$ cat config.mk
export PLATFORM = sky130hd
export DESIGN_NAME = wiscCore
export DESIGN_NICKNAME = d
export VERILOG_FILES = /design/src/rtl/wisc_pkg.sv /design/src/rtl/wiscCore.sv /design/src/rtl/decode.sv /design/src/rtl/dataMem.sv /design/src/rtl/alu.sv /design/src/rtl/regFile.sv
export VERILOG_INCLUDE_DIRS = /design/src /design/src/rtl
export SDC_FILE = /design/constraint.sdc
export NUM_CORES = 2
export LEC_CHECK = 0
export ABC_CLOCK_PERIOD_IN_PS = 11000
export CORE_ASPECT_RATIO = 1.2
export CORE_MARGIN = 1
export CORE_UTILIZATION = 30
export DETAILED_ROUTE_END_ITERATION = 6
export DONT_BUFFER_PORTS = 1
export HOLD_SLACK_MARGIN = 0.1
export PLACE_DENSITY = 0.41
export SLEW_MARGIN = 20
export SYNTH_ARGS = -nofsm -noshare
export SYNTH_HDL_FRONTEND = slang
export SYNTH_HIERARCHICAL = 1
export SYNTH_MEMORY_MAX_BITS = 65536
export SYNTH_SLANG_ARGS = --single-unit
$ cat constraint.sdc
create_clock -name clk -period 11 [get_ports clk]
set_input_delay 0.55 -clock clk [delete_from_list [all_inputs] [get_ports clk]]
set_output_delay 0.55 -clock clk [all_outputs]
set_load 0.005 [all_outputs]
$ cat src/rtl/wisc_params.svh
`ifndef WISC_PARAMS_SVH
`define WISC_PARAMS_SVH

// Datapath and instruction word width
`define DATA_W 16

// Architectural registers R0..R7
`define REG_CNT 8

// Internal data memory size in words
`define DMEM_DEPTH 256

`endif
$ cat src/rtl/wisc_pkg.sv
package wisc_pkg;

   ////////////////////////////////////////////////////////////
   // Major opcodes in instr[15:11]
   ////////////////////////////////////////////////////////////
   typedef enum logic [4:0] {
      opHalt  = 5'b00000,
      opNop   = 5'b00001,
      opAddi  = 5'b01000,
      opSubi  = 5'b01001,
      opXori  = 5'b01010,
      opAndni = 5'b01011,
      opBeqz  = 5'b01100,
      opBnez  = 5'b01101,
      opBltz  = 5'b01110,
      opBgez  = 5'b01111,
      opSt    = 5'b10000,
      opLd    = 5'b10001,
      opSlbi  = 5'b10010,
      opLbi   = 5'b11000,
      // Register arithmetic with the function in instr[1:0]
      opAluRr = 5'b11011,
      opJ     = 5'b00100,
      opJr    = 5'b00101,
      opJal   = 5'b00110,
      opJalr  = 5'b00111
   } opcodeT;

   // SUB and ANDN come from add and and with operand inversion
   typedef enum logic [1:0] {
      aluAdd,
      aluXor,
      aluAnd
   } aluOpT;

   // ALU operand B source
   typedef enum logic [1:0] {
      bRt,
      bImm5,
      bImm8,
      bSlbi
   } bSrcT;

   // Register writeback source
   typedef enum logic [1:0] {
      wbAlu,
      wbMem,
      wbRet,
      wbB
   } wbSrcT;

   typedef enum logic [2:0] {
      brNone,
      brBeqz,
      brBnez,
      brBltz,
      brBgez,
      brJump,
      brJumpReg
   } brTypeT;

endpackage

$ cat src/rtl/wiscCore.sv
`timescale 1ns/1ps
`include "wisc_params.svh"

module wiscCore (
   input  logic                         clk,
   input  logic                         rstN,
   input  logic [`DATA_W-1:0]           instr,
   input  logic                         instrValid,
   output logic                         instrReady,
   output logic [`DATA_W-1:0]           pc,
   output logic                         wbValid,
   output logic [$clog2(`REG_CNT)-1:0] wbReg,
   output logic [`DATA_W-1:0]           wbData,
   output logic                         halted,
   output logic                         err
);

   import wisc_pkg::*;

   logic [`DATA_W-1:0]           rsData;
   logic [`DATA_W-1:0]           rtData;
   logic [`DATA_W-1:0]           imm5;
   logic [`DATA_W-1:0]           imm8;
   logic [`DATA_W-1:0]           imm11;
   aluOpT                        aluOp;
   logic                         invA;
   logic                         invB;
   bSrcT                         bSrc;
   brTypeT                       brType;
   logic                         memWrt;
   logic                         memRead;
   wbSrcT                        wbSrc;
   logic [$clog2(`REG_CNT)-1:0] dstReg;
   logic                         regWrt;
   logic                         halt;
   logic                         illegal;
   logic [`DATA_W-1:0]           bOperand;
   logic [`DATA_W-1:0]           aluResult;
   logic                         aluZero;
   logic                         aluNeg;
   logic [`DATA_W-1:0]           memRdData;
   logic [`DATA_W-1:0]           loadData;
   logic [`DATA_W-1:0]           pcInc;
   logic [`DATA_W-1:0]           nextPc;
   logic                         brTaken;
   logic                         xfer;
   logic                         wbEn;

   ////////////////////////////////////////////////////////////
   // Handshake
   ////////////////////////////////////////////////////////////
   // Ready until HALT or an illegal opcode is accepted
   assign instrReady = ~halted;
   assign xfer       = instrValid & instrReady;

   decode iDecode (
      .clk     (clk),
      .rstN    (rstN),
      .instr   (instr),
      .wbEn    (wbEn),
      .wbReg   (dstReg),
      .wbData  (wbData),
      .rs      (rsData),
      .rt      (rtData),
      .imm5    (imm5),
      .imm8    (imm8),
      .imm11   (imm11),
      .aluOp   (aluOp),
      .invA    (invA),
      .invB    (invB),
      .bSrc    (bSrc),
      .brType  (brType),
      .memWrt  (memWrt),
      .memRead (memRead),
      .wbSrc   (wbSrc),
      .dstReg  (dstReg),
      .regWrt  (regWrt),
      .halt    (halt),
      .illegal (illegal)
   );

   // SLBI shifts the low byte of Rs up into operand B
   always_comb begin
      case (bSrc)
         bImm5:   bOperand = imm5;
         bImm8:   bOperand = imm8;
         bSlbi:   bOperand = {rsData[7:0], imm8[7:0]};
         default: bOperand = rtData;
      endcase
   end

   alu iAlu (
      .a      (rsData),
      .b      (bOperand),
      .op     (aluOp),
      .invA   (invA),
      .invB   (invB),
      .result (aluResult),
      .zero   (aluZero),
      .neg    (aluNeg)
   );

   dataMem iDataMem (
      .clk    (clk),
      .addr   (aluResult),
      .wrData (rtData),
      .wrEn   (xfer & memWrt),
      .rdData (memRdData)
   );

   assign loadData = memRead ? memRdData : '0;

   ////////////////////////////////////////////////////////////
   // Next pc
   ////////////////////////////////////////////////////////////
   assign pcInc = pc + `DATA_W'(2);

   always_comb begin
      case (brType)
         brBeqz:  brTaken = aluZero;
         brBnez:  brTaken = ~aluZero;
         brBltz:  brTaken = aluNeg;
         brBgez:  brTaken = ~aluNeg;
         default: brTaken = 1'b0;
      endcase
   end

   always_comb begin
      case (brType)
         brJump:    nextPc = pcInc + imm11;
         // Rs plus imm8 from the ALU
         brJumpReg: nextPc = aluResult;
         default:   nextPc = brTaken ? pcInc + imm8 : pcInc;
      endcase
   end

   ////////////////////////////////////////////////////////////
   // Writeback
   ////////////////////////////////////////////////////////////
   always_comb begin
      case (wbSrc)
         wbMem:   wbData = loadData;
         wbRet:   wbData = pcInc;
         wbB:     wbData = bOperand;
         default: wbData = aluResult;
      endcase
   end

   // Register write only on an accepted instruction
   assign wbEn    = xfer & regWrt;
   assign wbValid = wbEn;
   assign wbReg   = dstReg;

   // State moves only on a transfer
   // HALT still advances pc by the default rule
   always_ff @(posedge clk) begin
      if (!rstN) begin
         pc     <= '0;
         halted <= 1'b0;
         err    <= 1'b0;
      end else if (xfer) begin
         pc <= nextPc;
         if (halt | illegal) begin
            halted <= 1'b1;
         end
         if (illegal) begin
            err <= 1'b1;
         end
      end
   end

endmodule

$ cat src/rtl/decode.sv
`timescale 1ns/1ps
`include "wisc_params.svh"

module decode (
   input  logic                         clk,
   input  logic                         rstN,
   input  logic [`DATA_W-1:0]           instr,
   input  logic                         wbEn,
   input  logic [$clog2(`REG_CNT)-1:0] wbReg,
   input  logic [`DATA_W-1:0]           wbData,
   output logic [`DATA_W-1:0]           rs,
   output logic [`DATA_W-1:0]           rt,
   output logic [`DATA_W-1:0]           imm5,
   output logic [`DATA_W-1:0]           imm8,
   output logic [`DATA_W-1:0]           imm11,
   output wisc_pkg::aluOpT              aluOp,
   output logic                         invA,
   output logic                         invB,
   output wisc_pkg::bSrcT               bSrc,
   output wisc_pkg::brTypeT             brType,
   output logic                         memWrt,
   output logic                         memRead,
   output wisc_pkg::wbSrcT              wbSrc,
   output logic [$clog2(`REG_CNT)-1:0] dstReg,
   output logic                         regWrt,
   output logic                         halt,
   output logic                         illegal
);

   import wisc_pkg::*;

   opcodeT     opcode;
   logic [1:0] func;
   logic       zeroExt;

   assign opcode = opcodeT'(instr[15:11]);
   // Function field of the register arithmetic format
   assign func   = instr[1:0];

   ////////////////////////////////////////////////////////////
   // Control from opcode
   ////////////////////////////////////////////////////////////
   always_comb begin
      aluOp   = aluAdd;
      invA    = 1'b0;
      invB    = 1'b0;
      bSrc    = bRt;
      brType  = brNone;
      memWrt  = 1'b0;
      memRead = 1'b0;
      wbSrc   = wbAlu;
      dstReg  = instr[7:5];
      regWrt  = 1'b0;
      halt    = 1'b0;
      illegal = 1'b0;
      zeroExt = 1'b0;
      case (opcode)
         opHalt: halt = 1'b1;
         opNop: ;
         // Immediate arithmetic writes the Rt field
         opAddi: begin
            bSrc   = bImm5;
            regWrt = 1'b1;
         end
         // Imm minus Rs
         opSubi: begin
            bSrc   = bImm5;
            invA   = 1'b1;
            regWrt = 1'b1;
         end
         opXori: begin
            aluOp   = aluXor;
            bSrc    = bImm5;
            zeroExt = 1'b1;
            regWrt  = 1'b1;
         end
         opAndni: begin
            aluOp   = aluAnd;
            bSrc    = bImm5;
            invB    = 1'b1;
            zeroExt = 1'b1;
            regWrt  = 1'b1;
         end
         opBeqz: brType = brBeqz;
         opBnez: brType = brBnez;
         opBltz: brType = brBltz;
         opBgez: brType = brBgez;
         // Address is Rs plus imm5 for both memory ops
         opSt: begin
            bSrc   = bImm5;
            memWrt = 1'b1;
         end
         opLd: begin
            bSrc    = bImm5;
            memRead = 1'b1;
            wbSrc   = wbMem;
            regWrt  = 1'b1;
         end
         // Immediate loads write back into Rs
         opLbi: begin
            bSrc   = bImm8;
            wbSrc  = wbB;
            dstReg = instr[10:8];
            regWrt = 1'b1;
         end
         opSlbi: begin
            bSrc    = bSlbi;
            wbSrc   = wbB;
            zeroExt = 1'b1;
            dstReg  = instr[10:8];
            regWrt  = 1'b1;
         end
         opAluRr: begin
            dstReg = instr[4:2];
            regWrt = 1'b1;
            case (func)
               2'b01: invA = 1'b1;
               2'b10: aluOp = aluXor;
               2'b11: begin
                  aluOp = aluAnd;
                  invB  = 1'b1;
               end
               default: ;
            endcase
         end
         opJ: brType = brJump;
         opJal: begin
            brType = brJump;
            wbSrc  = wbRet;
            dstReg = 3'd7;
            regWrt = 1'b1;
         end
         // Jump target Rs plus imm8 comes out of the ALU
         opJr: begin
            brType = brJumpReg;
            bSrc   = bImm8;
         end
         opJalr: begin
            brType = brJumpReg;
            bSrc   = bImm8;
            wbSrc  = wbRet;
            dstReg = 3'd7;
            regWrt = 1'b1;
         end
         // Anything else stops the core with no side effects
         default: illegal = 1'b1;
      endcase
   end

   ////////////////////////////////////////////////////////////
   // Immediate extension
   ////////////////////////////////////////////////////////////
   assign imm5  = zeroExt ? {{(`DATA_W-5){1'b0}}, instr[4:0]}
                          : {{(`DATA_W-5){instr[4]}}, instr[4:0]};
   assign imm8  = zeroExt ? {{(`DATA_W-8){1'b0}}, instr[7:0]}
                          : {{(`DATA_W-8){instr[7]}}, instr[7:0]};
   // Jump displacement is always signed
   assign imm11 = {{(`DATA_W-11){instr[10]}}, instr[10:0]};

   regFile iRegFile (
      .clk     (clk),
      .rstN    (rstN),
      .rd1Sel  (instr[10:8]),
      .rd2Sel  (instr[7:5]),
      .wrSel   (wbReg),
      .wrData  (wbData),
      .wrEn    (wbEn),
      .rd1Data (rs),
      .rd2Data (rt)
   );

endmodule

$ cat src/rtl/dataMem.sv
`timescale 1ns/1ps
`include "wisc_params.svh"

module dataMem (
   input  logic               clk,
   input  logic [`DATA_W-1:0] addr,
   input  logic [`DATA_W-1:0] wrData,
   input  logic               wrEn,
   output logic [`DATA_W-1:0] rdData
);

   localparam int unsigned AddrW = $clog2(`DMEM_DEPTH);

   logic [`DATA_W-1:0] mem [`DMEM_DEPTH];
   logic [AddrW-1:0]   wordIdx;

   // Byte address to word index, bit 0 dropped
   assign wordIdx = addr[AddrW:1];

   // Contents survive reset
   always_ff @(posedge clk) begin
      if (wrEn) begin
         mem[wordIdx] <= wrData;
      end
   end

   // Asynchronous read for single cycle loads
   assign rdData = mem[wordIdx];

endmodule

$ cat src/rtl/alu.sv
`timescale 1ns/1ps
`include "wisc_params.svh"

module alu (
   input  logic [`DATA_W-1:0] a,
   input  logic [`DATA_W-1:0] b,
   input  wisc_pkg::aluOpT    op,
   input  logic               invA,
   input  logic               invB,
   output logic [`DATA_W-1:0] result,
   output logic               zero,
   output logic               neg
);

   import wisc_pkg::*;

   logic [`DATA_W-1:0] aOp;
   logic [`DATA_W-1:0] bOp;
   logic               cin;
   logic [`DATA_W-1:0] sum;

   ////////////////////////////////////////////////////////////
   // Operand conditioning
   ////////////////////////////////////////////////////////////
   assign aOp = invA ? ~a : a;
   assign bOp = invB ? ~b : b;

   // Carry in completes the two's complement negate
   // (harmless for ANDN since the logic path ignores it)
   assign cin = invA | invB;

   assign sum = aOp + bOp + `DATA_W'(cin);

   ////////////////////////////////////////////////////////////
   // Result select
   ////////////////////////////////////////////////////////////
   always_comb begin
      case (op)
         aluXor:  result = aOp ^ bOp;
         aluAnd:  result = aOp & bOp;
         default: result = sum;
      endcase
   end

   // Branch flags look at raw Rs
   assign zero = (a == '0);
   assign neg  = a[`DATA_W-1];

endmodule

$ cat src/rtl/regFile.sv
`timescale 1ns/1ps
`include "wisc_params.svh"

module regFile (
   input  logic                         clk,
   input  logic                         rstN,
   input  logic [$clog2(`REG_CNT)-1:0] rd1Sel,
   input  logic [$clog2(`REG_CNT)-1:0] rd2Sel,
   input  logic [$clog2(`REG_CNT)-1:0] wrSel,
   input  logic [`DATA_W-1:0]           wrData,
   input  logic                         wrEn,
   output logic [`DATA_W-1:0]           rd1Data,
   output logic [`DATA_W-1:0]           rd2Data
);

   // Register storage
   logic [`DATA_W-1:0] regs [`REG_CNT];

   ////////////////////////////////////////////////////////////
   // Write port
   ////////////////////////////////////////////////////////////
   // All registers clear on reset
   always_ff @(posedge clk) begin
      if (!rstN) begin
         for (int i = 0; i < `REG_CNT; i++) begin
            regs[i] <= '0;
         end
      end else if (wrEn) begin
         regs[wrSel] <= wrData;
      end
   end

   ////////////////////////////////////////////////////////////
   // Read ports
   ////////////////////////////////////////////////////////////
   // Combinational reads with no write bypass
   assign rd1Data = regs[rd1Sel];
   assign rd2Data = regs[rd2Sel];

endmodule

## After elaboration in Yosys (flattened, before gate mapping)

Memory sizes are Yosys's and may differ from the RTL's.
Index checks and enable logic that the tools add are counted.

| storage, ports and cells | value |
|---|---|
| register bits after elaboration | 18 |
| latch bits | 0 |
| bits in writable memories | 4,224 |
| memory bits (read-only) | 0 |
| input bits | 19 |
| output and inout port bits | 39 |
| memories | 2 |

Memories:

| memory | depth | width | rd ports | clocked after Yosys merged registers in | wr ports | line | RTL |
|---|---|---|---|---|---|---|---|
| iDataMem.mem | 256 | 16 | 1 | 0 | 1 | dataMem.sv:14 | `` logic [`DATA_W-1:0] mem [`DMEM_DEPTH]; `` |
| iDecode.iRegFile.regs | 8 | 16 | 2 | 0 | 8 | regFile.sv:17 | `` logic [`DATA_W-1:0] regs [`REG_CNT]; `` |

| operators by class | value |
|---|---|
| $add $sub $neg | 5 |
| multipliers | 0 |
| divide/modulo/power cells | 0 |
| magnitude comparators | 0 |
| equality and inequality tests | 35 |
| shift-type cells | 0 |
| multiplexer cells | 36 |
| bitwise logic cells | 13 |
| reductions and logical operators | 14 |

Operators with widths:

| kind | count |
|---|---|
| $mux 16 | 7 |
| $pmux 16 s3 | 2 |
| $pmux 16 s2 | 2 |
| $add 16x16->16 | 3 |
| $eq 5x4->1 const B | 8 |
| $not 16->16 | 2 |
| $eq 5x5->1 const B | 5 |
| $eq 5x3->1 const B | 4 |
| $reduce_or 19->1 | 1 |
| $pmux 2 s3 | 3 |
| $pmux 3 s6 | 1 |
| $add 16x1->16 | 1 |
| $add 16x2->16 const B | 1 |
| $and 16x16->16 | 1 |
| $logic_not 16->1 | 1 |
| $reduce_or 16->1 | 1 |
| $xor 16x16->16 | 1 |
| $mux 1 | 15 |
| $eq 2x2->1 const B | 7 |
| $reduce_or 10->1 | 1 |
| $eq 3x3->1 const B | 3 |
| $pmux 3 s3 | 1 |
| $eq 2x1->1 const B | 4 |
| $reduce_or 2->1 | 4 |
| other kinds (14) | 24 |

## Depth between registers and ports, before layout

An unclocked memory read counts as a cell.

| depth | value |
|---|---|
| depth after elaboration | 14 |
| gate-level depth with buffers | 31 |

## By module

Netlist, hierarchy kept.

Modules (own cells, without submodules):

| module | instances | cells each | area an instance (um^2) |
|---|---|---|---|
| dataMem | 1 | 6,711 | 155,078.7 |
| regFile | 1 | 430 | 6,876.6 |
| wiscCore | 1 | 475 | 3,602.2 |
| alu | 1 | 195 | 1,471.4 |
| decode | 1 | 114 | 760.7 |

## Worst setup path before layout

OpenSTA, ideal clock, no wires.

| timing | value |
|---|---|
| kind | in2out |
| start point | in instr[5] |
| end point | out wbData[13] |
| arrival | 7.379 ns |
| setup slack | 3.071 ns |
| cell stages on the path | 23 |
| buffers on the path | 6 |
| cell sequence | buf_6 buf_6 mux4_2 mux2_2 mux2i_1 o21ai_0 xor2_1 inv_1 fa_1 fa_1 o311ai_0 clkbuf_1 buf_2 clkbuf_1 clkbuf_1 mux4_2 a22oi_1 a21oi_1 o41ai_1 nand4_1 a22o_1 nand2_1 o21ai_0 |

| on the way | value |
|---|---|
| word-level cells in the longest chain between the ends | 10 |
| elaborated cells on any way between the ends | 13 |

RTL lines:

| what | line | RTL |
|---|---|---|
| from (decl) | wiscCore.sv:7 | `` input logic [`DATA_W-1:0] instr, `` |
| $mem_v2 8x16 (*) | n/a |  |
| named net rtData[0] | wiscCore.sv:21 | `` logic [`DATA_W-1:0] rtData; `` |
| $pmux 16 s3 (*) | wiscCore.sv:84 | `case (bSrc)` |
| named net bOperand[0] | wiscCore.sv:37 | `` logic [`DATA_W-1:0] bOperand; `` |
| $not 16->16 | alu.sv:26 | `assign bOp = invB ? ~b : b;` |
| $mux 16 (*) | alu.sv:26 |  |
| $add 16x16->16 (*) | alu.sv:32 | `` assign sum = aOp + bOp + `DATA_W'(cin); `` |
| $add 16x1->16 (*) | alu.sv:32 |  |
| $pmux 16 s2 (*) | alu.sv:38 | `case (op)` |
| named net aluResult[2] | wiscCore.sv:38 | `` logic [`DATA_W-1:0] aluResult; `` |
| $mem_v2 256x16 (*) | n/a |  |
| named net memRdData[13] | wiscCore.sv:41 | `` logic [`DATA_W-1:0] memRdData; `` |
| $mux 16 (*) | wiscCore.sv:111 | `assign loadData = memRead ? memRdData : '0;` |
| $pmux 16 s3 (*) | wiscCore.sv:141 | `case (wbSrc)` |
| to (decl) | wiscCore.sv:13 | `` output logic [`DATA_W-1:0] wbData, `` |

Mark *: on every way through the listed nets, which the timed path passes. The rest lies on a longest branch.

==> flow_summary.yaml <==
global_routing:
  grt_pass1_wl_um: 718000
  grt_max_degree: 113
  antenna_found_initial: 26
  grt.overflow.total: 0
  grt_pass1_vias: 86973
  grt_usage_pct: 18.0
cts:
  hold_buffers: 28
  cts_max_path_buffers: 4
  clock-sinks: 4242
  post_cts_resized: 0
  clk_latency_ns: 1.02
  cts_tree: "built"
  numCtsBuffers: 435
  h-tree-depth: 5
  cts_root_buffer: "clkbuf_16"
  post_cts_buffers: 0
  cts.reportedPaths.clkPinSlew_ns: 0.06
setup_path:
  worstSetupPathType: "reg -> out"
  r2r_setup_slack_ns: 1.44
  r2r_cells: 26
  cp_max_fo: 99
  r2r_start: "iDecode/iRegFile/regs[4][0]$_SDFFCE_PN0P_"
  r2r_end: "iDecode/iRegFile/regs[5][9]$_SDFFCE_PN0P_"
  crit_chain: "mux4_1 > mux2_8 > mux2i_1 > o21ai_0 > xor2_1 > inv_1 > fa_1 > fa_1 > a21oi_4 > buf_16 > buf_16 > buf_12 > buf_4 > mux4_2 > a22oi_1 > a21oi_1 > o41ai_2 > nand4_1 > a22o_1 > nand2_1 > o21ai_0 > buf_4"
  cp.arrival_ns: 9.86
  crit_start: "iDecode/iRegFile/regs[4][0]$_SDFFCE_PN0P_"
  cp.required_ns: 10.45
  critPathCaptureType: "output pin"
  crit_slowest_cell: "o41ai_2"
  cpPeakStageDelay_ns: 0.92
  critPathLaunchType: "register"
detailed_routing:
  vias: 83729
  detail-route-antenna-nets: 0
  wirelength_um: 516000
  wl_per_cell_um: 32.1
  dr.pass1.iters: 6
  drc_errors: 0
  viasPerCell: 5.21
  initialDrtViolationCount: 7887
timing:
  tns_ns: 0
  worst_slew_pin_slew_ns: 1.14
  fin_crit_sh_pct: 94.6
  fmax_ghz: 0.0961
  finalMaxSlewViolations: 0
  grt_setup_unrepaired: "no"
  finalHoldViolations: 0
  setup_viol: 0
  fin_skew_ns: 0.0541
  min_period_ns: 10.41
  relSlewSlack_pct: 22.9
finish:
  finish.utilization_pct: 34.9
  syn_to_final_growth_pct: 15.7
  layout-drive-gt1-share_pct: 27.8
  layout.nets: 8396
  stdcell_count: 16085
  layout_common_cells: "edfxtp_1, mux4_2, a22oi_1, buf_4, clkbuf_16"
  layout_commonest_cell: "edfxtp_1"
  n_fill_cell: 51704
pwr:
  ir_drop_mv: 0.163
  power.total_mw: 43.4
  p_leak_nw: 59.8
  power_density_nw_per_um2: 224
placement:
  dp_cells: 15255
  hpwl_um: 316000
  routabilityCongestion: 0.779
  portBuffers: 0
min_path:
  holdPathStages: 1
  hold_class: "in -> reg"
  min_from: "instr[6]"
  min_to: "iDataMem/mem[200][1]$_DFFE_PP_"
logic_synthesis:
  yosys.area.top_type_share_pct: 75.6
  ys_seq_area_share_pct: 75.8
  synth_top_cell_by_area: "edfxtp_1"
  ys_warn_count: 6
  netlist_top_cells_area: "edfxtp_1, mux4_2, a22oi_1"
  synth_edf_count: 4224
  synth_cell_types: 90
  yosys_most_used_dff: "edfxtp_1"
  synth_nets: 8000
  syn_inst: 7925
  syn_avg_cell_area_sq_um: 21.2
  ys_async_sr_fraction_pct: 0
  synth_seq_cells: 4242
  synth_area_sq_um: 168000
flow_run:
  drv_cap: 0
die:
  die-area_sq_um: 562000
  die_h_um: 821
  row_count: 300
  coreArea_sq_um: 557000
  die_w_um: 685
  io_pins: 58
  start_util_pct: 30.1
run_status:
  status: "finished, final reports clean"
## cells in the mapped netlist (15+ instances only)
cell type and number:
edfxtp_1 4224, mux4_2 1040, a22oi_1 517, a21oi_1 305, clkbuf_1 301, nor2_1 260
nor3_1 169, nand2_1 96, buf_2 92, o21ai_0 78, buf_1 66, buf_4 65
o41ai_1 64, mux4_1 56, ha_1 52, xor2_1 50, mux2_2 34, nand3_1 34
buf_6 33, inv_1 28, a21o_1 27, nor2b_1 23, xnor2_1 22, mux2i_1 20
nand4_1 20, dfxtp_1 18, a221oi_1 16, clkinv_1 16, a221o_1 15
## cell families after synthesis
group                      synth area share [%]
buffers and inverters                      1.72
DFF                                        75.8
and+or+nand+nor                            1.91
xor gates and xnor gates                  0.386
muxes                                      15.2
AOI/OAI and AO/OA                          4.56
adders and majority gates                 0.435
## metrics by stage
stage / instance area, sq um / hold WS, ns / worst slack, ns
2_1_floorplan: 168000 / 0.482 / 3.07
3_3_place_gp: 180000 / 0.554 / 0.466
3_5_place_dp: 180000 / 0.562 / 1.41
4_1_cts: 194000 / 0.128 / 0.526
5_1_grt: 194000 / 0.233 / 0.300
6_report: 194000 / 0.250 / 0.593
## state kept, by name, summed over array words and instances, names as in the netlist
| name | cells |
|---|---|
| iDataMem/mem | 4096 |
| err | 1 |
| iDecode/iRegFile/regs | 128 |
| halted | 1 |
| pc | 16 |
## worst max path at each step
stage                                                            to  slack [ns]  cells past startpoint
after floorplan                                          wbData[13]        3.07                     23
after global placement    iDecode/iRegFile/regs[0][9]$_SDFFCE_PN0P_        0.47                     21
after detailed placement  iDecode/iRegFile/regs[3][8]$_SDFFCE_PN0P_        1.41                     23
after CTS                                                 wbData[5]        0.53                     22
after global routing                                      wbData[5]        0.30                     22
final                                                     wbData[5]        0.59                     22
## layout make-up
cell class	instances	area [sq um]	area share, %
tap	7399	9260	4.77
multi-input combinational	3078	39100	20.1
inverter	45	169	0.0870
sequential	4242	127000	65.5
clock buffer	522	11400	5.89
clock inverter	271	2380	1.23
antenna	9	22.5	0.0116
timing repair buffer	519	4520	2.33
## routing by layer
metal / GRT usage, % / vias up / share of wire (%)
li1: - / 34484 / -
met1: 23.8 / 46347 / 42
met2: 31.3 / 2279 / 51
met3: 2.23 / 619 / 4.6
met4: 4.55 / 0 / 2.7
met5: 0 / - / 0
## where the power goes
| group | switching, mW | internal, mW | leakage (nW) |
|---|---|---|---|
| clock network | 6.32 | 8.26 | 6.76 |
| registers | 0.0274 | 18.1 | 38.6 |
| logic | 6.87 | 3.87 | 14.4 |
## critical path: cells and delay by family (launching register included)
kind / cells / cell delay [ns]
XOR/XNOR: 1 / 0.32
AO/OA/AOI/OAI: 7 / 2.67
buffers and inverters: 6 / 1.68
AND/OR/NAND/NOR: 2 / 0.49
adder cells (fa/ha/maj): 2 / 0.94
flip-flops: 1 / 0.40
multiplexers: 4 / 2.02
Note: power is estimated with default switching activity, not from simulation.
